### src/hdl/apb_pkg.sv
`default_nettype none

package apb_pkg;

	////////////////////////////////////////////////////////////
	// Bus transfer types

	// Request from the bus master, setup and access phase
	typedef struct packed {
		logic        sel;
		logic        enable;
		logic        write;
		logic [7:0]  addr;
		logic [31:0] wdata;
	} apb_req_t;

	// Completer response, valid in the access phase only
	typedef struct packed {
		logic        ready;
		logic [31:0] rdata;
		logic        slverr;
	} apb_rsp_t;

	////////////////////////////////////////////////////////////
	// Register offsets

	// PHY and register address, bit 15 selects write
	localparam logic [7:0] CMD_ADDR     = 8'h00;
	localparam logic [7:0] DATA_ADDR    = 8'h08;
	// Busy flag and its alias 32 bytes further up
	localparam logic [7:0] STATUS_ADDR  = 8'h40;
	localparam logic [7:0] STATUS2_ADDR = 8'h60;

endpackage

`default_nettype wire

### src/hdl/mdio_pkg.sv
`default_nettype none

package mdio_pkg;

	////////////////////////////////////////////////////////////
	// Stage to stage links

	// Decode to execute, fields valid while start is high
	typedef struct packed {
		logic        start;
		logic        write;
		logic [4:0]  phy_addr;
		logic [4:0]  reg_addr;
		logic [15:0] wdata;
	} mdio_cmd_t;

	// Execute to result
	typedef struct packed {
		logic sample;
		logic data_bit;
		logic done;
	} mdio_sample_t;

	// Back to the register block
	typedef struct packed {
		logic        busy;
		logic [15:0] rdata;
	} mdio_status_t;

	////////////////////////////////////////////////////////////
	// Clause 22 frame fields

	localparam logic [1:0] ST_BITS  = 2'b01;
	localparam logic [1:0] OP_READ  = 2'b10;
	localparam logic [1:0] OP_WRITE = 2'b01;
	// Turnaround as driven by the station on writes
	localparam logic [1:0] TA_WRITE = 2'b10;

	localparam int PREAMBLE_BITS = 32;
	localparam int FRAME_BITS    = 64;

endpackage

`default_nettype wire

### src/hdl/apb_mdio_top.sv
`timescale 1ns/100ps
`default_nettype none

module apb_mdio_top #(
	parameter int CLK_DIV = 16
) (
	input  wire               apb,
	input  wire               rst_n,
	input  apb_pkg::apb_req_t req,
	output apb_pkg::apb_rsp_t rsp,
	output wire               mdc,
	output wire               mdio_o,
	output wire               mdio_oe,
	input  wire               mdio_i
);

	mdio_pkg::mdio_cmd_t    cmd;
	mdio_pkg::mdio_sample_t smp;
	mdio_pkg::mdio_status_t status;

	////////////////////////////////////////////////////////////
	// Decode, execute, result

	mdio_apb_regs u_regs (
		.apb    (apb),
		.rst_n  (rst_n),
		.req    (req),
		.rsp    (rsp),
		.status (status),
		.cmd    (cmd)
	);

	// Sets the MDC period
	mdio_frame_engine #(
		.CLK_DIV (CLK_DIV)
	) u_engine (
		.apb     (apb),
		.rst_n   (rst_n),
		.cmd     (cmd),
		.busy    (status.busy),
		.smp     (smp),
		.mdc     (mdc),
		.mdio_o  (mdio_o),
		.mdio_oe (mdio_oe)
	);

	mdio_read_capture u_capture (
		.apb    (apb),
		.rst_n  (rst_n),
		.smp    (smp),
		.mdio_i (mdio_i),
		.rdata  (status.rdata)
	);

endmodule

`default_nettype wire

### src/hdl/mdio_apb_regs.sv
`timescale 1ns/100ps
`default_nettype none

module mdio_apb_regs (
	input  wire                   apb,
	input  wire                   rst_n,
	input  apb_pkg::apb_req_t     req,
	output apb_pkg::apb_rsp_t     rsp,
	input  mdio_pkg::mdio_status_t status,
	output mdio_pkg::mdio_cmd_t   cmd
);

	////////////////////////////////////////////////////////////
	// Access decode

	logic access;
	logic wr_access;
	logic cmd_wr;
	logic data_wr;
	logic read_start;

	// No wait states, ready whenever the access phase is seen
	assign access    = req.sel & req.enable;
	assign wr_access = access & req.write;

	// Commands are dropped outright while a frame is running
	assign cmd_wr  = wr_access && (req.addr == apb_pkg::CMD_ADDR) && !status.busy;
	assign data_wr = wr_access && (req.addr == apb_pkg::DATA_ADDR) && !status.busy;

	// Bit 15 clear kicks off a read, set only loads addresses
	assign read_start = cmd_wr && !req.wdata[15];

	////////////////////////////////////////////////////////////
	// Command registers

	logic        start_q;
	logic        write_q;
	logic [4:0]  phy_addr_q;
	logic [4:0]  reg_addr_q;
	logic [15:0] wdata_q;

	always_ff @(posedge apb or negedge rst_n) begin
		if (!rst_n) begin
			start_q    <= 1'b0;
			write_q    <= 1'b0;
			phy_addr_q <= 5'd0;
			reg_addr_q <= 5'd0;
		end else begin
			// Strobe lasts exactly one cycle
			start_q <= read_start || data_wr;

			if (cmd_wr) begin
				phy_addr_q <= req.wdata[4:0];
				reg_addr_q <= req.wdata[12:8];
			end

			// Frame direction follows the register that fired
			if (read_start)
				write_q <= 1'b0;
			else if (data_wr)
				write_q <= 1'b1;
		end
	end

	// Write payload, only meaningful alongside a write start
	always_ff @(posedge apb) begin
		if (data_wr)
			wdata_q <= req.wdata[15:0];
	end

	assign cmd = '{
		start:    start_q,
		write:    write_q,
		phy_addr: phy_addr_q,
		reg_addr: reg_addr_q,
		wdata:    wdata_q
	};

	////////////////////////////////////////////////////////////
	// Response and read mux

	always_comb begin
		rsp.ready  = access;
		rsp.rdata  = 32'd0;
		rsp.slverr = 1'b0;

		if (access) begin
			case (req.addr)
				// Write flag reads back as zero
				apb_pkg::CMD_ADDR: begin
					if (!req.write)
						rsp.rdata = {16'd0, 3'd0, reg_addr_q, 3'd0, phy_addr_q};
				end
				// Last completed read
				apb_pkg::DATA_ADDR: begin
					if (!req.write)
						rsp.rdata = {16'd0, status.rdata};
				end
				apb_pkg::STATUS_ADDR,
				apb_pkg::STATUS2_ADDR: begin
					if (!req.write)
						rsp.rdata = {31'd0, status.busy};
				end
				// Unmapped, error for both directions
				default: rsp.slverr = 1'b1;
			endcase
		end
	end

endmodule

`default_nettype wire

### src/hdl/mdio_frame_engine.sv
`timescale 1ns/100ps
`default_nettype none

module mdio_frame_engine #(
	parameter int CLK_DIV = 16
) (
	input  wire                        apb,
	input  wire                        rst_n,
	input  mdio_pkg::mdio_cmd_t        cmd,
	output logic                       busy,
	output mdio_pkg::mdio_sample_t     smp,
	output logic                       mdc,
	output logic                       mdio_o,
	output logic                       mdio_oe
);

	////////////////////////////////////////////////////////////
	// Counter limits

	localparam int DIV_W = $clog2(CLK_DIV);

	// Last cycle of a bit, MDC falls after it
	localparam logic [DIV_W-1:0] DIV_LAST  = DIV_W'(CLK_DIV - 1);
	// Last low cycle, MDC rises after it
	localparam logic [DIV_W-1:0] HALF_LAST = DIV_W'(CLK_DIV / 2 - 1);

	localparam logic [5:0] BIT_LAST = 6'(mdio_pkg::FRAME_BITS - 1);
	// Station keeps the line up to the bit before TA
	localparam logic [5:0] DRIVE_LAST = 6'(mdio_pkg::PREAMBLE_BITS + 13);
	// First of the 16 data bit times
	localparam logic [5:0] DATA_FIRST = 6'(mdio_pkg::FRAME_BITS - 16);

	logic [DIV_W-1:0] div_cnt;
	logic [5:0]       bit_cnt;
	logic             wr_frame;
	logic [63:0]      shift_q;
	logic [63:0]      frame;
	logic             bit_end;
	logic             launch;

	assign launch  = !busy && cmd.start;
	assign bit_end = busy && (div_cnt == DIV_LAST);

	////////////////////////////////////////////////////////////
	// Frame assembly

	// Preamble, ST, OP, addresses, TA, data in wire order
	always_comb begin
		if (cmd.write)
			frame = {{mdio_pkg::PREAMBLE_BITS{1'b1}}, mdio_pkg::ST_BITS,
				mdio_pkg::OP_WRITE, cmd.phy_addr, cmd.reg_addr,
				mdio_pkg::TA_WRITE, cmd.wdata};
		else
			// TA and data are released anyway, filler is idle high
			frame = {{mdio_pkg::PREAMBLE_BITS{1'b1}}, mdio_pkg::ST_BITS,
				mdio_pkg::OP_READ, cmd.phy_addr, cmd.reg_addr, 2'b11, 16'hffff};
	end

	// MSB goes out first, left shift at each MDC fall
	always_ff @(posedge apb) begin
		if (launch)
			shift_q <= frame;
		else if (bit_end)
			shift_q <= {shift_q[62:0], 1'b1};
	end

	////////////////////////////////////////////////////////////
	// Sequencer and pins

	always_ff @(posedge apb or negedge rst_n) begin
		if (!rst_n) begin
			busy     <= 1'b0;
			div_cnt  <= '0;
			bit_cnt  <= 6'd0;
			wr_frame <= 1'b0;
			mdc      <= 1'b0;
			mdio_o   <= 1'b1;
			mdio_oe  <= 1'b0;
		end else if (!busy) begin
			if (cmd.start) begin
				busy     <= 1'b1;
				div_cnt  <= '0;
				bit_cnt  <= 6'd0;
				wr_frame <= cmd.write;
				// First preamble bit, MDC still low
				mdio_o   <= frame[63];
				mdio_oe  <= 1'b1;
			end
		end else if (div_cnt == DIV_LAST) begin
			div_cnt <= '0;
			mdc     <= 1'b0;
			if (bit_cnt == BIT_LAST) begin
				// Frame over, back to idle
				busy    <= 1'b0;
				mdio_o  <= 1'b1;
				mdio_oe <= 1'b0;
			end else begin
				bit_cnt <= bit_cnt + 6'd1;
				mdio_o  <= shift_q[62];
				// Reads let go of the line from TA onwards
				mdio_oe <= wr_frame || (bit_cnt < DRIVE_LAST);
			end
		end else begin
			div_cnt <= div_cnt + 1'b1;
			if (div_cnt == HALF_LAST)
				mdc <= 1'b1;
		end
	end

	////////////////////////////////////////////////////////////
	// Capture timing

	// Same clock edge as the MDC rise
	assign smp.sample   = busy && (div_cnt == HALF_LAST);
	assign smp.data_bit = !wr_frame && (bit_cnt >= DATA_FIRST);
	// Last busy cycle of a read
	assign smp.done     = bit_end && !wr_frame && (bit_cnt == BIT_LAST);

endmodule

`default_nettype wire

### src/hdl/mdio_read_capture.sv
`timescale 1ns/100ps
`default_nettype none

module mdio_read_capture (
	input  wire                    apb,
	input  wire                    rst_n,
	input  mdio_pkg::mdio_sample_t smp,
	input  wire                    mdio_i,
	output logic [15:0]            rdata
);

	////////////////////////////////////////////////////////////
	// Data bit shifter

	logic [15:0] shift_q;

	// PHY drives MSB first, so shift in from the bottom
	always_ff @(posedge apb) begin
		if (smp.sample && smp.data_bit)
			shift_q <= {shift_q[14:0], mdio_i};
	end

	////////////////////////////////////////////////////////////
	// Held result

	// Only updated once all 16 bits are in
	always_ff @(posedge apb or negedge rst_n) begin
		if (!rst_n)
			rdata <= 16'd0;
		else if (smp.done)
			rdata <= shift_q;
	end

endmodule

`default_nettype wire

### config.mk
export PLATFORM = sky130hd
export DESIGN_NAME = apb_mdio_top
export DESIGN_NICKNAME = d
export VERILOG_FILES = /design/src/hdl/apb_pkg.sv /design/src/hdl/mdio_pkg.sv /design/src/hdl/apb_mdio_top.sv /design/src/hdl/mdio_apb_regs.sv /design/src/hdl/mdio_frame_engine.sv /design/src/hdl/mdio_read_capture.sv
export SDC_FILE = /design/constraint.sdc
export NUM_CORES = 1
export LEC_CHECK = 0
export BUFFER_PORTS_ARGS = -buffer_cell sky130_fd_sc_hd__buf_2
export CORE_AREA = 2 2 106 108
export CTS_CLUSTER_SIZE = 16
export DETAILED_ROUTE_END_ITERATION = 10
export DIE_AREA = 0 0 108 110
export GPL_ROUTABILITY_DRIVEN = 0
export PLACE_DENSITY = 0.86
export SYNTH_ARGS = -nofsm -noshare
export SYNTH_HDL_FRONTEND = slang
export SYNTH_SLANG_ARGS = --single-unit
### constraint.sdc
create_clock -name apb -period 3.2 [get_ports apb]
set_input_delay 0.16 -clock apb [delete_from_list [all_inputs] [get_ports apb]]
set_output_delay 0.16 -clock apb [all_outputs]
set_load 0.005 [all_outputs]
==> flow_metrics.env, run 1 <==
export IMPL_worst_ep_arrival_time_ns=2.66
export IMPL_synth_commonest_cells="edfxtp_1, nand2_1, dfrtp_1"
export IMPL_cts_tree="done"
export IMPL_cts_root_buf="clkbuf_8"
export IMPL_antenna_cells=0
export IMPL_vias=3444
export IMPL_crit_required_ns=3.61
export IMPL_synthArstFlopShare=0.312
export IMPL_crit_path_end_kind="flop"
export IMPL_regArea_sq_mm=0.00393
export IMPL_period_share=0.704
export IMPL_fin_setup_tns_ns=0
export IMPL_chipWidth_um=108
export IMPL_yosysSeqAreaShare=0.680
export IMPL_drive_gt1_frac=0.232
export IMPL_netlist_instances=429
export IMPL_n_fill_cell=706
export IMPL_finalHoldViolCount=0
export IMPL_r2r_start="u_engine.busy"
export IMPL_dp_cells=603
export IMPL_ys_top_cells_by_area="edfxtp_1, dfrtp_1, nand2b_1"
export IMPL_initial_core_util=0.540
export IMPL_r2r_end="u_capture.rdata[7]"
export IMPL_dp_hpwl_um=6280
export IMPL_synth_cell_area_sq_mm=0.00578
export IMPL_fin_util=0.642
export IMPL_p_leak_nw=2.93
export IMPL_dp_slack_ns=0.963
export IMPL_finalCriticalPeriod_ns=2.25
export IMPL_h_tree_depth=4
export IMPL_yosys_area_top_type="edfxtp_1"
export IMPL_multi_input_area_sq_mm=0.00162
export IMPL_drt_wl_total_um=10700
export IMPL_placementRows=38
export IMPL_grt_util_met2=0.324
export IMPL_grt_busiest_layer="met2"
export IMPL_dieArea_sq_mm=0.0119
export IMPL_postLayoutCellArea_sq_mm=0.00686
export IMPL_top_level_ports=83
export IMPL_ctsHoldBuffers=18
export IMPL_die_y_um=110
export IMPL_wl_per_cell_um=16.4
export IMPL_total_power_mw=3.96
export IMPL_ys_ff_latch=138
export IMPL_final_cells=653
export IMPL_start_kind="flop"
export IMPL_setup_viol=0
export IMPL_finalWorstSetupSlack_ns=0.947
export IMPL_overflow=0
export IMPL_met3_usage=0.0629
export IMPL_grt_pass1_vias=3401
export IMPL_min_from="req[40]"
export IMPL_r2r_cells=3
export IMPL_min_to="u_regs.write_q"
export IMPL_hold_path_depth=3
export IMPL_ir_worst_vdd_mv=0.440
export IMPL_path_clk_slew_ns=0.06
export IMPL_hold_worst_slack_ns=0.0657
export IMPL_core_sq_mm=0.0107
export IMPL_synth_edf_count=95
export IMPL_cap_violations=0
export IMPL_cts_path_max_buffers=2
export IMPL_power_density_mw_per_mm2=577
export IMPL_clk_latency_ns=0.53
export IMPL_fmax_ghz=0.444
export IMPL_ctsResizeCount=0
export IMPL_grt_pass1_wl_um=17300
export IMPL_dr_pass1_iters=5
export IMPL_drc=0
export IMPL_grt_max_degree=60
export IMPL_postCtsSetupRepairBufs=0
export IMPL_ant_nets=0
export IMPL_yosysMostFrequentCell="edfxtp_1"
export IMPL_nets=549
export IMPL_crit_path_max_fanout=17
export IMPL_rrSetupSlack_ns=0.95
export IMPL_met1_usage=0.247
export IMPL_avgViaCountPerCell=5.27
export IMPL_status="complete, no violations"
export IMPL_cts_sinks=138
export IMPL_synth_top_area_frac=0.494
export IMPL_grt_util_all_layers=0.197
export IMPL_drt_initial_drc_count=363
export IMPL_maxSlewHeadroom=0.352
export IMPL_syn_to_final_growth_pct=18.7
export IMPL_worstSetupPathType="reg -> reg"
export IMPL_maxSlewViolCount=0
export IMPL_io_buffers=50
export IMPL_tightestPinTransition_ns=0.972
export IMPL_numCtsBuffers=17
export IMPL_placed_cell_area_sq_mm=0.00611
export IMPL_ys_warn_count=0
export IMPL_rsz0062_at_grt="false"
export IMPL_yosysUniqueCellTypes=46
export IMPL_skew_ns=0.00879
export IMPL_syn_avg_cell_area_sq_um=13.5
export IMPL_antenna_found_initial=0
export IMPL_hp_class="in -> reg"
export IMPL_ys_flop_type="edfxtp_1"
==> how the worst max path moves through the flow <==
stage	from	to	depth (start not counted)
detailed placement	req[32]	u_regs.wdata_q[6]	5
global placement	u_engine.busy	u_capture.rdata[10]	3
floorplan	u_engine.busy	u_capture.shift_q[0]	3
global route	u_engine.busy	u_engine.bit_cnt[0]	4
CTS	u_engine.busy	u_capture.rdata[12]	3
finish	u_engine.busy	u_capture.rdata[7]	3
==> report_power, final <==
group          leakage (nW)  internal (mW)  switching [mW]  total (mW)
logic                  1.19         0.0581          0.0630       0.121
clock network         0.274           1.18           0.721        1.90
registers              1.47           1.91          0.0265        1.94
total                  2.93           3.15           0.810        3.96
==> registers in the layout, summed over array words and instances, names as in the netlist, 4 cells and up <==
register           flops
u_capture.shift_q     16
u_capture.rdata       16
u_regs.reg_addr_q      5
u_engine.bit_cnt       6
u_regs.phy_addr_q      5
u_regs.wdata_q        16
u_engine.shift_q      63
u_engine.div_cnt       4
==> routing by layer <==
metal,vias up,share of wire
met1,1707,0.42
li1,1608,-
met5,-,0
met4,0,0.018
met3,17,0.051
met2,112,0.51
==> critical path, cell delays in order (launching register included) <==
cell and delay, ns:
dfrtp_1 0.70, nand4_2 0.29, nor3_4 0.73, mux2_2 0.42
==> layout by cell type (no fill, tap or decap), drive strengths merged, types with 2 or more instances in the layout <==
| cell type | n |
|---|---|
| and2 | 7 |
| nor3 | 3 |
| clkbuf | 19 |
| clkinvlp | 2 |
| conb | 16 |
| ha | 3 |
| nor4 | 2 |
| mux2 | 26 |
| nand2 | 47 |
| nand3 | 5 |
| nand4 | 2 |
| or2 | 2 |
| inv | 22 |
| nor2b | 2 |
| nor3b | 2 |
| clkinv | 8 |
| mux2i | 14 |
| a21oi | 7 |
| a21boi | 2 |
| bufinv | 3 |
| edfxtp | 95 |
| a31oi | 16 |
| nand2b | 35 |
| nor2 | 36 |
| and3 | 3 |
| buf | 55 |
| a22o | 2 |
| dlygate4sd3 | 18 |
| o21ai | 7 |
| dfrtp | 42 |
==> cell type report <==
cell class / count / area share
clock buffers: 19 / 0.0614
clock inverters: 13 / 0.0222
inverters: 22 / 0.0120
multi-input cells: 248 / 0.236
flip-flops and latches: 138 / 0.573
well taps: 140 / 0.0255
repair buffers: 73 / 0.0700
==> cell families (layout without fill, tap and decap cells) <==
family	count (synthesis)	after routing	synth area share
DFF	138	138	0.680
and+or+nand+nor	150	150	0.137
other	1	16	0.000649
buffers and inverters	58	127	0.0513
AOI/OAI and AO/OA	39	39	0.0433
muxes	40	40	0.0814
adders and majority gates	3	3	0.00650
No activity file was read; power rests on OpenSTA's default activity.
==> run 2: changes to the inputs <==
--- a/config.mk
+++ b/config.mk
@@ -5,13 +5,14 @@
 export SDC_FILE = /design/constraint.sdc
 export NUM_CORES = 1
 export LEC_CHECK = 0
+export ABC_AREA = 1
 export BUFFER_PORTS_ARGS = -buffer_cell sky130_fd_sc_hd__buf_2
-export CORE_AREA = 2 2 106 108
+export CORE_AREA = 2 2 111 113
 export CTS_CLUSTER_SIZE = 16
 export DETAILED_ROUTE_END_ITERATION = 10
-export DIE_AREA = 0 0 108 110
+export DIE_AREA = 0 0 113 115
 export GPL_ROUTABILITY_DRIVEN = 0
-export PLACE_DENSITY = 0.86
+export PLACE_DENSITY = 0.84
 export SYNTH_ARGS = -nofsm -noshare
 export SYNTH_HDL_FRONTEND = slang
 export SYNTH_SLANG_ARGS = --single-unit
==> constraint.sdc (replaced) <==
create_clock -name apb -period 2 [get_ports apb]
set_input_delay 0.1 -clock apb [delete_from_list [all_inputs] [get_ports apb]]
set_output_delay 0.1 -clock apb [all_outputs]
set_load 0.005 [all_outputs]
==> run 2 against run 1 <==
  * The run now ends with design-rule violations left
  * Non-clock buffer count grew 13
  * Sequential cell count is the same
  * Critical path type unchanged
  * Synthesized area increased by 1.6%
  * Count of clock-buffer cells in the layout up 2
  * Via count up 14%
  * Setup slack worse by 0.74 ns
  * Combinational power increased by 59%
  * Critical endpoint is now u_engine.shift_q[9]
  * Fmax grew 25%
  * Sequential power rose by 59%
  * Global-route usage decreased by 0.83 points
==> flow_metrics.env, run 2 <==
export IMPL_swShare=0.209
export IMPL_drt_wl_total_um=11600
export IMPL_grt_pass1_wl_um=19000
export IMPL_synthArstFlopShare=0.312
export IMPL_combPwrFrac=0.030
export IMPL_crit_required_ns=2.13
export IMPL_nets=653
export IMPL_dieArea_sq_mm=0.0130
export IMPL_numCtsBuffers=17
export IMPL_power_density_mw_per_mm2=909
export IMPL_ir_worst_vdd_mv=0.562
export IMPL_maxSlewHeadroom=0.600
export IMPL_antenna_cells=0
export IMPL_hp_class="in -> reg"
export IMPL_dp_hpwl_um=7560
export IMPL_path_clk_slew_ns=0.06
export IMPL_cap_violations=0
export IMPL_tightestPinTransition_ns=0.600
export IMPL_dp_slack_ns=0.229
export IMPL_p_leak_nw=3.09
export IMPL_ys_warn_count=0
export IMPL_cp_cell_sequence="ha_1 > nand2_1 > nor2_1 > nand2_1 > nand2_4 > buf_12"
export IMPL_net_switching_power_mw=1.36
export IMPL_ys_ff_latch=138
export IMPL_status="complete, but fails checks"
export IMPL_cts_sinks=138
export IMPL_avgViaCountPerCell=5.14
export IMPL_violations="design-rule violations"
export IMPL_syn_to_final_growth_pct=21.5
export IMPL_synth_edf_count=95
export IMPL_yosys_area_top_type="edfxtp_1"
export IMPL_p_int_mw=5.13
export IMPL_worstSetupPathType="reg -> reg"
export IMPL_fin_util=0.604
export IMPL_finalHoldViolCount=0
export IMPL_clk_latency_ns=0.42
export IMPL_grt_max_degree=36
export IMPL_hold_path_depth=5
export IMPL_ys_top_cells_by_area="edfxtp_1, dfrtp_1, nand2_1"
export IMPL_cp_slowest_cell="dfrtp_1"
export IMPL_yosysUniqueCellTypes=32
export IMPL_cts_tree="done"
export IMPL_vias=3929
export IMPL_cp_common_cell="nand2_1"
export IMPL_cts_root_buf="clkbuf_16"
export IMPL_yosysMostFrequentCell="nand2_1"
export IMPL_drc=3
export IMPL_crit_path_max_fanout=20
export IMPL_clockPowerShare=0.493
export IMPL_chipWidth_um=113
export IMPL_h_tree_depth=4
export IMPL_drt_initial_drc_count=387
export IMPL_rsz0062_at_grt="false"
export IMPL_netlist_instances=518
export IMPL_syn_avg_cell_area_sq_um=11.3
export IMPL_synth_top_area_frac=0.486
export IMPL_setup_viol=0
export IMPL_start_kind="flop"
export IMPL_finalCriticalPeriod_ns=1.80
export IMPL_io_buffers=50
export IMPL_cts_path_max_buffers=2
export IMPL_wl_per_cell_um=15.2
export IMPL_seqPwrFrac=0.477
export IMPL_grt_util_all_layers=0.189
export IMPL_crit_path_end_kind="flop"
export IMPL_ctsHoldBuffers=18
export IMPL_r2r_cells=6
export IMPL_regMostFlops="u_engine.shift_q"
export IMPL_most_common_layout_cells="nand2_1, edfxtp_1, buf_2, inv_1, dfrtp_1"
export IMPL_synth_cell_area_sq_mm=0.00587
export IMPL_final_common_cell="nand2_1"
export IMPL_skew_ns=0.00657
export IMPL_die_y_um=115
export IMPL_finalWorstSetupSlack_ns=0.203
export IMPL_top_level_ports=83
export IMPL_core_sq_mm=0.0118
export IMPL_initial_core_util=0.497
export IMPL_fmax_ghz=0.557
export IMPL_placementRows=40
export IMPL_max_stage_delay_ns=0.40
export IMPL_maxSlewViolCount=0
export IMPL_overflow=0
export IMPL_synth_commonest_cells="nand2_1, edfxtp_1, dfrtp_1, inv_1, nor2_1"
export IMPL_ctsResizeCount=0
export IMPL_ys_flop_type="edfxtp_1"
export IMPL_ant_nets=0
export IMPL_worst_ep_arrival_time_ns=1.92
export IMPL_total_power_mw=6.48
export IMPL_drive_gt1_frac=0.267
export IMPL_antenna_found_initial=0
export IMPL_yosysSeqAreaShare=0.669
export IMPL_postCtsSetupRepairBufs=0
export IMPL_fin_setup_tns_ns=0
export IMPL_largest_reg_flops=63
export IMPL_dr_pass1_iters=8
export IMPL_period_share=0.898
export IMPL_grt_pass1_vias=3881
==> run 2: power groups by stage <==
stage | Clock, mW | Combinational (mW) | Sequential, mW
floorplan | 0 | 0.102 | 3.14
global placement | 0 | 0.156 | 3.15
detailed placement | 0 | 0.164 | 3.15
CTS | 3.23 | 0.193 | 3.09
global route | 3.36 | 0.219 | 3.10
finish | 3.20 | 0.192 | 3.09
==> run 2: logic make-up (layout without fill, tap and decap cells) <==
family,Yosys count,count (layout),synth area share
DFF,138,138,0.669
and+or+nand+nor,237,237,0.181
other,1,16,0.000638
adders and majority gates,3,3,0.00639
xor gates and xnor gates,2,2,0.00298
buffers and inverters,80,164,0.0699
AOI/OAI and AO/OA,57,57,0.0701
==> run 2: path summary, 6_finish.rpt <==
kind                                  startpoint  slack, ns                     to
setup / recovery             u_engine.div_cnt[0]       0.20    u_engine.shift_q[9]
hold / removal                           req[40]       0.16         u_regs.start_q
setup reg to reg             u_engine.div_cnt[0]       0.20    u_engine.shift_q[9]
hold reg to reg            u_capture.shift_q[10]       0.46  u_capture.shift_q[11]
max in group asynchronous                  rst_n       1.20        u_engine.mdio_o
min in group asynchronous                  rst_n       0.20    u_capture.rdata[13]
==> run 2: layer usage <==
metal	GRT usage	vias to the layer above	share of wire
met3	0.0443	26	0.055
met2	0.300	154	0.49
met1	0.249	1885	0.43
met5	0	-	0
li1	-	1864	-
met4	0.0911	0	0.022
==> run 2: cell type report <==
type / instances / area (sq um)
clock inverter: 11 / 105
inverter: 46 / 174
clock buffer: 21 / 514
tap: 147 / 184
fill: 884 / 4680
timing repair buffer: 86 / 616
multi-input combinational: 315 / 1610
sequential: 138 / 3930
==> run 2: metrics by stage <==
step                hold slack (ns)  cell area [sq um]  instances
global route                  0.186               7140        764
finish                        0.162               7140        764
floorplan                    -0.196               5950        533
CTS                           0.154               7140        764
global placement             0.0960               6340        714
detailed placement            0.104               6340        714
==> run 2: critical path, delay by kind of cell (launching register included) <==
kind | cells | cell delay (ns)
AND/OR/NAND/NOR | 4 | 0.67
adder cells (fa/ha/maj) | 1 | 0.21
flip-flops | 1 | 0.40
buffers and inverters | 1 | 0.21
